**src/hw/psr_params.svh**
```systemverilog
`ifndef PSR_PARAMS_SVH
`define PSR_PARAMS_SVH

// width of a packed status word as seen by MRS and MSR
`define PSR_WORD_W 32

// one saved status register per exception mode
`define PSR_BANKS 5

// CPSR after reset: supervisor mode with both interrupt sources masked
`define PSR_RST_FLAGS 4'b0000
`define PSR_RST_MASK  2'b11
`define PSR_RST_MODE  5'b10011

`endif

```
**src/hw/psr_arch_pkg.sv**
```systemverilog
`include "psr_params.svh"

package psr_arch_pkg;

	typedef logic [`PSR_WORD_W-1:0] word;

	typedef enum logic [4:0] {
		MODE_USR = 5'b10000,
		MODE_FIQ = 5'b10001,
		MODE_IRQ = 5'b10010,
		MODE_SVC = 5'b10011,
		MODE_ABT = 5'b10111,
		MODE_UND = 5'b11011,
		MODE_SYS = 5'b11111
	} psr_mode;

	typedef struct packed {
		logic n;
		logic z;
		logic c;
		logic v;
	} psr_flags;

	typedef struct packed {
		logic i;
		logic f;
	} psr_intmask;

	// the part of a status register this core actually keeps
	typedef struct packed {
		psr_flags   flags;
		psr_intmask mask;
		psr_mode    mode;
	} psr_state;

	typedef struct packed {
		psr_flags    nzcv;     // bits 31..28
		logic [18:0] reserved;
		logic        a;        // always reads as one, aborts are never imprecise here
		psr_intmask  if_;
		logic        t;
		psr_mode     m;
	} psr_word;

	// slot order of the banked SPSRs
	localparam psr_mode bank_modes [`PSR_BANKS] = '{MODE_SVC, MODE_ABT, MODE_UND, MODE_IRQ, MODE_FIQ};

	function automatic logic psr_mode_valid(logic [4:0] m);
		case (m)
			MODE_USR, MODE_FIQ, MODE_IRQ, MODE_SVC,
			MODE_ABT, MODE_UND, MODE_SYS: return 1'b1;
			default: return 1'b0;
		endcase
	endfunction

	// USR and SYS share registers and have no SPSR of their own
	function automatic logic psr_mode_banked(logic [4:0] m);
		case (m)
			MODE_FIQ, MODE_IRQ, MODE_SVC, MODE_ABT, MODE_UND: return 1'b1;
			default: return 1'b0;
		endcase
	endfunction

endpackage

```
**src/hw/psr_ctrl_pkg.sv**
```systemverilog
package psr_ctrl_pkg;

	// one operation per cycle, presented as a single-cycle strobe
	typedef enum logic [2:0] {
		OP_NONE  = 3'd0,
		OP_FLAGS = 3'd1, // ALU flag update
		OP_MSR   = 3'd2,
		OP_EXC   = 3'd3, // exception entry
		OP_RET   = 3'd4  // exception return, CPSR from current SPSR
	} psr_op;

	// which fields of a status write are allowed through
	typedef struct packed {
		logic flags;   // nzcv
		logic control; // interrupt mask and mode
	} psr_fields;

	localparam psr_fields FIELDS_ALL = '{flags: 1'b1, control: 1'b1};

endpackage

```
**src/hw/psr_read_mux.sv**
```systemverilog
`timescale 1ns/100ps
`include "psr_params.svh"

module psr_read_mux
	import psr_arch_pkg::*;
(
	input  psr_state cpsr,
	input  logic     saved,
	input  psr_state spsr_bank [`PSR_BANKS],

	output psr_state cur_spsr,
	output word      psr_rd
);

	psr_word  rd_word;
	psr_state rd_state;

	// USR and SYS match no slot and read back as zero
	always_comb begin
		cur_spsr = '0;
		for (int k = 0; k < `PSR_BANKS; k++) begin
			if (cpsr.mode == bank_modes[k])
				cur_spsr = spsr_bank[k];
		end
	end

	assign rd_state = saved ? cur_spsr : cpsr;

	always_comb begin
		rd_word      = '0;
		rd_word.a    = 1'b1;
		rd_word.nzcv = rd_state.flags;
		rd_word.if_  = rd_state.mask;
		rd_word.m    = rd_state.mode;
	end

	assign psr_rd = rd_word;

endmodule

```
**src/hw/psr_unit.sv**
```systemverilog
`timescale 1ns/100ps
`include "psr_params.svh"

module psr_unit
	import psr_arch_pkg::*, psr_ctrl_pkg::*;
(
	input  logic       clk,
	input  logic       rst_n,
	input  psr_op      op,
	input  logic       saved,
	input  logic       wr_flags,
	input  logic       wr_control,
	input  logic       alu_v_valid,
	input  psr_flags   alu_flags,
	input  word        psr_wr,
	input  psr_mode    exc_mode,

	output psr_flags   flags,
	output psr_intmask mask,
	output psr_mode    mode,
	output word        psr_rd
);

	psr_state cpsr;
	psr_state cur_spsr;
	psr_state load_state;
	psr_mode  load_mode;
	logic     load_en;
	psr_state spsr_bank [`PSR_BANKS];

	assign flags = cpsr.flags;
	assign mask  = cpsr.mask;
	assign mode  = cpsr.mode;

	psr_write_unit write_unit_i (
		.clk         (clk),
		.rst_n       (rst_n),
		.op          (op),
		.saved       (saved),
		.wr_flags    (wr_flags),
		.wr_control  (wr_control),
		.alu_v_valid (alu_v_valid),
		.alu_flags   (alu_flags),
		.psr_wr      (psr_wr),
		.exc_mode    (exc_mode),
		.cur_spsr    (cur_spsr),
		.cpsr        (cpsr),
		.load_en     (load_en),
		.load_mode   (load_mode),
		.load_state  (load_state)
	);

	// one slot per banked mode, in bank_modes order
	for (genvar g = 0; g < `PSR_BANKS; g++) begin : g_slot
		spsr_slot #(
			.BANK_MODE (bank_modes[g])
		) slot_i (
			.clk        (clk),
			.rst_n      (rst_n),
			.load_en    (load_en),
			.load_mode  (load_mode),
			.load_state (load_state),
			.spsr       (spsr_bank[g])
		);
	end

	psr_read_mux read_mux_i (
		.cpsr      (cpsr),
		.saved     (saved),
		.spsr_bank (spsr_bank),
		.cur_spsr  (cur_spsr),
		.psr_rd    (psr_rd)
	);

endmodule

```
**src/hw/psr_write_unit.sv**
```systemverilog
`timescale 1ns/100ps
`include "psr_params.svh"

module psr_write_unit
	import psr_arch_pkg::*, psr_ctrl_pkg::*;
(
	input  logic     clk,
	input  logic     rst_n,
	input  psr_op    op,
	input  logic     saved,
	input  logic     wr_flags,
	input  logic     wr_control,
	input  logic     alu_v_valid,
	input  psr_flags alu_flags,
	input  word      psr_wr,
	input  psr_mode  exc_mode,
	input  psr_state cur_spsr,

	output psr_state cpsr,
	output logic     load_en,
	output psr_mode  load_mode,
	output psr_state load_state
);

	psr_word   wr_word;
	psr_state  wr_state;
	psr_state  msr_clean;
	psr_state  ret_clean;
	psr_state  cpsr_next;
	psr_flags  next_flags;
	psr_fields msr_sel;

	// the rules are applied in order, later ones override earlier ones
	function automatic psr_state sanitize(psr_state wr, psr_fields sel, psr_state cur);
		psr_state clean;

		clean = wr;
		if (!psr_mode_valid(wr.mode))
			clean.mode = cur.mode;

		if (!sel.flags)
			clean.flags = cur.flags;

		if (!sel.control) begin
			clean.mask = cur.mask;
			clean.mode = cur.mode;
		end

		// user code cannot unmask interrupts or leave user mode
		if (cur.mode == MODE_USR) begin
			clean.mask = cur.mask;
			clean.mode = MODE_USR;
		end

		return clean;
	endfunction

	assign wr_word = psr_wr;

	assign wr_state.flags = wr_word.nzcv;
	assign wr_state.mask  = wr_word.if_;
	assign wr_state.mode  = wr_word.m;

	assign msr_sel.flags   = wr_flags;
	assign msr_sel.control = wr_control;

	assign msr_clean = sanitize(wr_state, msr_sel, cpsr);
	assign ret_clean = sanitize(cur_spsr, FIELDS_ALL, cpsr); // a zeroed slot has an invalid mode

	always_comb begin
		next_flags = alu_flags;
		if (!alu_v_valid)
			next_flags.v = cpsr.flags.v; // ops that leave overflow alone

		cpsr_next  = cpsr;
		load_en    = 1'b0;
		load_mode  = cpsr.mode;
		load_state = msr_clean;

		unique case (op)
			OP_FLAGS:
				cpsr_next.flags = next_flags;

			OP_MSR:
				if (!saved)
					cpsr_next = msr_clean;
				else
					load_en = psr_mode_banked(cpsr.mode); // no SPSR in USR or SYS

			OP_EXC:
				if (psr_mode_banked(exc_mode)) begin
					load_en    = 1'b1;
					load_mode  = exc_mode;
					load_state = cpsr;

					cpsr_next.mode   = exc_mode;
					cpsr_next.mask.i = 1'b1;
					if (exc_mode == MODE_FIQ)
						cpsr_next.mask.f = 1'b1;
				end

			OP_RET:
				if (psr_mode_banked(cpsr.mode))
					cpsr_next = ret_clean;

			default: ;
		endcase
	end

	always_ff @(posedge clk or negedge rst_n) begin
		if (!rst_n) begin
			cpsr.flags <= `PSR_RST_FLAGS;
			cpsr.mask  <= `PSR_RST_MASK;
			cpsr.mode  <= psr_mode'(`PSR_RST_MODE);
		end else begin
			cpsr <= cpsr_next;
		end
	end

endmodule

```
**src/hw/spsr_slot.sv**
```systemverilog
`timescale 1ns/100ps

module spsr_slot
	import psr_arch_pkg::*;
#(
	parameter psr_mode BANK_MODE = MODE_SVC
)
(
	input  logic     clk,
	input  logic     rst_n,
	input  logic     load_en,
	input  psr_mode  load_mode,
	input  psr_state load_state,

	output psr_state spsr
);

	logic hit;

	// every slot sees the same load, only the one for its own mode takes it
	assign hit = load_en && (load_mode == BANK_MODE);

	always_ff @(posedge clk or negedge rst_n) begin
		if (!rst_n)
			spsr <= '0;
		else if (hit)
			spsr <= load_state;
	end

endmodule

```
**config.mk**
```make
export PLATFORM = sky130hd
export DESIGN_NAME = psr_unit
export DESIGN_NICKNAME = d
export VERILOG_FILES = /design/src/hw/psr_arch_pkg.sv /design/src/hw/psr_ctrl_pkg.sv /design/src/hw/psr_read_mux.sv /design/src/hw/psr_unit.sv /design/src/hw/psr_write_unit.sv /design/src/hw/spsr_slot.sv
export VERILOG_INCLUDE_DIRS = /design/src /design/src/hw
export SDC_FILE = /design/constraint.sdc
export NUM_CORES = 1
export LEC_CHECK = 0
export BUFFER_PORTS_ARGS = -buffer_cell sky130_fd_sc_hd__buf_2
export CORE_MARGIN = 1.5
export CORE_UTILIZATION = 50
export DETAILED_ROUTE_END_ITERATION = 8
export MAX_ROUTING_LAYER = met4
export PLACE_DENSITY = 0.78
export SYNTH_ARGS = -nofsm -noshare
export SYNTH_HDL_FRONTEND = slang
export SYNTH_HIERARCHICAL = 1
export SYNTH_SLANG_ARGS = --single-unit
```
**constraint.sdc**
```tcl
create_clock -name clk -period 2.7 [get_ports clk]
set_clock_uncertainty 0.15 [all_clocks]
set_input_delay 0.27 -clock clk [delete_from_list [all_inputs] [get_ports clk]]
set_output_delay 0.27 -clock clk [all_outputs]
set_load 0.02 [all_outputs]
```
# Word-level counts from Yosys, hierarchy flattened

Index checks and enable logic that the tools add are counted.

Bitwise operators: 0
Divide/modulo/power cells: 0
Eq/ne operators: 41
Shift-type cells: 0
Muxes and demuxes: 32
$mul: 0
Reductions and logical operators: 16
Add/sub/neg operators: 0
Magnitude comparators: 0

Operators by type and width:

| cell               | number |
|---|---|
| $eq 5x5->1 const B | 30 |
| $mux 11            | 10 |
| $mux 7             | 4 |
| $pmux 7 s3         | 1 |
| $mux 5             | 4 |
| $reduce_or 7->1    | 2 |
| $pmux 4 s3         | 1 |
| $mux 1             | 10 |
| $reduce_and 5->1   | 2 |
| $reduce_or 5->1    | 2 |
| $eq 3x2->1 const B | 2 |
| $ne 2x1->1 const B | 3 |
| $ne 2x2->1 const B | 3 |
| $reduce_and 6->1   | 1 |
| $reduce_bool 3->1  | 2 |
| $logic_and 1x1->1  | 5 |
| $mux 4             | 1 |
| $reduce_and 4->1   | 1 |
| $eq 3x1->1 const B | 1 |
| $eq 3x3->1 const B | 1 |
| $ne 3x1->1 const B | 1 |
| $reduce_and 3->1   | 1 |
| $pmux 1 s2         | 1 |

Bits in latches: 0
Input bits: 50
Bits in read-only memories: 0
Register bits after elaboration: 66
Memories kept: 0
Bits in writable memories: 0

# Longest topological paths before layout

Depth after elaboration: 13
Depth in mapped cells: 11

# Cells and area by module

The synthesis kept the hierarchy.

Modules (own cells, without submodules):

| module                            | sequential area each (sq um) | instances | area an instance (sq um) | cells an instance |
|---|---|---|---|---|
| psr_write_unit                    | 281.5                        | 1         | 1172.4                   | 140 |
| psr_read_mux                      | 0.0                          | 1         | 1008.5                   | 165 |
| spsr_slot at g_slot[3].slot_i ... | 275.3                        | 2         | 467.9                    | 25 |
| spsr_slot at g_slot[1].slot_i ... | 275.3                        | 2         | 429.2                    | 25 |
| spsr_slot at g_slot[0].slot_i     | 275.3                        | 1         | 426.7                    | 25 |

# Least setup slack after synthesis

OpenSTA, ideal clock, no wires.

Path kind: register -> register
Start point: reg, netlist name write_unit_i/cpsr[0]
End point: reg g_slot[3].slot_i/spsr[0] (netlist bit)
Required time: 2.425 ns
Library setup time: 0.125 ns
Clock period less this slack: 2.840 ns
Arrival time: 2.565 ns
Setup slack: -0.140 ns
Cell stages (with the launch flop): 9
Cells stage by stage: dfstp_2 > inv_1 > nor3_1 > o21ai_0 > o41ai_1 > nand4b_1 > or3_4 > buf_6 > mux2_4

Cells in the longest elaborated chain, start to end: 6

RTL lines:

| item                   | line                 | text |
|---|---|---|
| $eq 5x5->1             | psr_arch_pkg.sv:58   | `case (m)` |
| $reduce_or 5->1 (*)    | psr_arch_pkg.sv:58   |  |
| $mux 1 (*)             | psr_arch_pkg.sv:58   |  |
| $mux 1 (*)             | psr_write_unit.sv:85 | `if (!saved)` |
| $pmux 1 s2 (*)         | psr_write_unit.sv:80 | `unique case (op)` |
| via load_en            | psr_unit.sv:28       | `logic load_en;` |
| $logic_and 1x1->1 (*)  | spsr_slot.sv:21      | `assign hit = load_en && (load_mode == BANK_MODE);` |
| end signal: assignment | spsr_slot.sv:27      | `spsr <= load_state;` |
| end: declaration       | spsr_slot.sv:15      | `output psr_state spsr` |

Mark *: on every way through the listed nets, which the timed path passes. The rest lies on a longest branch.
A chain may end at the register's enable or synchronous reset.

==> key figures <==
Synth
  – Post-synth EDFFs: 0
  – Synthesized instance count: 430
  – #FFs+latches synth: 66
  – Synth Flop Type: dfrtp_1
  – Warnings from Yosys: 6
  – Post-Syn Area per Cell: 10.2 um2
  – Most frequent cell after synthesis: dfrtp_1
  – Cell Area, Synth: 4400 um2
  – Async SR Flop Fraction: 1.00
  – Seq/Total Area, Yosys: 0.377
  – Synth cell types: 64
  – Area leader, netlist: dfrtp_1
  – Synth area leaders: dfrtp_1, mux2_2, mux2_4, buf_4, a21oi_1
  – Post-synth top area share: 0.347
  – Synth cell count leaders: dfrtp_1, mux2_2, a21oi_1, nand3_1

GRT
  – Antenna violations before repair: 0
  – Largest net degree at the start of global routing: 28
  – Vias in the first global route: 3863
  – Global-route wire length before repair: 20.1 mm
  – Overflow left after global routing: 0
  – Total GRT Usage: 0.277

Clock tree
  – TritonCTS buffer count: 9
  – CTS sink cnt: 66
  – Clock Tree Root: clkbuf_8
  – H-tree depth: 3
  – TritonCTS clock tree: done
  – Reg clk slew, reported paths: 80 ps
  – Worst-case clock buffer depth: 2
  – Clk_lat worst skew: 360 ps

Drt
  – ANT nets after route: 0
  – Detailed-route via count: 4141
  – Top Metal Used: met4
  – DRC Markers: 0
  – 1st-iter DRT viols: 585
  – Drt total wl: 13.8 mm
  – First-pass detailed-route iteration total: 7
  – Routed wl met2: 6.36 mm
  – Vias per std cell: 6.59
  – Met1 wire length: 5.33 mm
  – Routed length per instance: 21.9 um
  – Met3 wire len: 1.43 mm

Floorplan
  – Die X: 96.8 um
  – Std cell rows: 34
  – I/O pin count: 93
  – Die ar.: 9380 um2
  – Die height: 96.8 um
  – Core Box Area: 8640 um2
  – Effective utilization at floorplan: 0.510

Setup path
  – R2r setup slk: -40 ps
  – Crit-path cells: buf_12 -> and4b_2 -> buf_4 -> o221ai_1 -> a31oi_1 -> buf_4 -> mux2_2 -> buf_4
  – CP most frequent cell: buf_4
  – End point of the critical path: psr_rd[0]
  – Crit path required time: 2280 ps
  – Crit path depth: 8
  – CP peak stage delay: 590 ps
  – Critical path origin: write_unit_i/cpsr[0]
  – WP buf/inv: 4
  – Crit end category: primary output
  – Crit Path Class: register to primary output
  – Reg-to-Reg End: write_unit_i/cpsr[3]
  – Worst r2r src: write_unit_i/cpsr[0]
  – Highest-delay cell along the critical path: dfstp_2
  – Top Family by Delay on Critical Path: buffers and inverters
  – Crit-path max FO: 6
  – Arrival @ worst endpoint: 2370 ps
  – Startpoint Class: register
  – R2R depth: 10

Power
  – Pint: 2.85 mW
  – Net Sw Power: 2.05 mW
  – Total power: 4.90 mW
  – Switching share of total power: 0.419
  – Combinational share of power: 0.536
  – Pwr per Cell Area: 895 nW/um2
  – Pleak: 2.60 nW
  – Maximum vdd drop: 0.396 mV
  – Seq pwr share: 0.273
  – Clock power share: 0.191

STA
  – Fin. max-slew vios: 0
  – Fin crit period: 2790 ps
  – Worst Max-Slew Pin Slew: 658 ps
  – Setup-failing EPs final: 8
  – Rel. slew slack: 0.554
  – Setup TNS: -248 ps
  – Peak Freq: 358 MHz
  – Unrepaired setup endpoints after global routing: true
  – Final WS setup: -92.4 ps
  – Fin crit share: 1.03
  – Final hold viol count: 0

Finish
  – Final #Nets: 566
  – Ratio of cells with drive above 1 in the final layout: 0.437
  – # diodes: 0
  – Util after Layout: 0.634
  – Area Growth Syn to Fin: 24.5%
  – Post-Layout Cell Count: 628

Hold path
  – Hold WC Path Type: input pin to register

Flow run
  – Max Cap Viol: 0

Placement
  – Dpl cells: 591
  – DP HPWL: 8.22 mm
  – Gpl congestion: 0.980
  – Buffers on Ports: 50

Status
  – Failing checks: setup timing
  – Status: complete, but fails checks
-- tightest hold or removal path, stage by stage --
cell	delay, ps
buf_2	80
o22ai_1	70
mux2i_1	120
-- power by group through the flow --
| stage | clock [mW] | sequential, mW | combinational (mW) |
|---|---|---|---|
| after floorplan | 0 | 1.40 | 1.17 |
| after CTS | 0.930 | 1.32 | 2.18 |
| final | 0.936 | 1.34 | 2.63 |
| after global placement | 0 | 1.30 | 1.94 |
| after detailed placement | 0 | 1.32 | 1.97 |
| after global routing | 0.979 | 1.36 | 2.73 |
-- per-stage QoR --
| stage | worst slack (ps) | hold WS, ps | area [um2] |
|---|---|---|---|
| after global routing | -95.1 | 106 | 5480 |
| final | -92.4 | 76.6 | 5480 |
| after global placement | -26.9 | 52.6 | 4830 |
| after detailed placement | -63.1 | 56.6 | 4830 |
| after floorplan | 19.8 | -176 | 4480 |
| after CTS | -14.0 | 89.0 | 5200 |
-- worst min path at each step --
stage                      start                        to  slack, ps  cells past startpoint
floorplan                  rst_n  g_slot[0].slot_i/spsr[0]       -180                      0
global placement           rst_n  g_slot[3].slot_i/spsr[1]         50                      1
detailed placement         rst_n  g_slot[3].slot_i/spsr[1]         60                      1
CTS                 alu_flags[3]     write_unit_i/cpsr[10]         90                      3
global route        alu_flags[2]      write_unit_i/cpsr[9]        110                      3
finish              alu_flags[3]     write_unit_i/cpsr[10]         80                      3
-- cell type report --
class                   count  area, um2
clock buffers              11        131
inverters                  13       51.3
clock inverters             4       77.6
flip-flops and latches     66       1660
repair buffers            101        831
multi-input cells         325       2590
fillers                   670       3160
well taps                 108        135
-- state kept, by name, summed over array words and instances, names as in the netlist --
| name | cells |
|---|---|
| write_unit_i/cpsr | 11 |
| g_slot.slot_i/spsr | 55 |
-- layer usage --
metal / track usage / vias to the layer above
li1: - / 1730
met1: 0.351 / 1987
met2: 0.432 / 338
met3: 0.0520 / 86
met4: 0.125 / 0
met5: - / -
-- cell families after synthesis --
group           Yosys count  synth area share
other cells               2           0.00171
compound gates          105             0.163
simple gates            127             0.178
mux                      72             0.200
flops                    66             0.377
buf+inv                  58            0.0807
-- timing repair --
item | CTS | global route
hold buffers | 1 | 0
resized for setup | 18 | 35
pin swaps | 3 | 11
endpoints found under the hold margin | 13 | 0
cloned | 2 | 3
setup buffers | 5 | 11
setup endpoints to repair | 54 | 28
-- cells in the final DEF (no fill, tap or decap), drive strengths merged, types with 5 or more instances in the layout --
cell type  netlist  routed
buf             40      96
nor2            17      17
nor3             7       7
mux2            66      66
a31oi           11      11
a21oi           28      28
inv             13      13
nor3b           11      11
dfrtp           61      61
nand2           25      25
o21ai           25      25
dfstp            5       5
nand3b          10      10
mux2i            6       6
clkbuf           5      14
nand2b           6       6
o22ai            9       9
nand3           25      25
conb             2      21
Power figures use the tool's default switching activity.
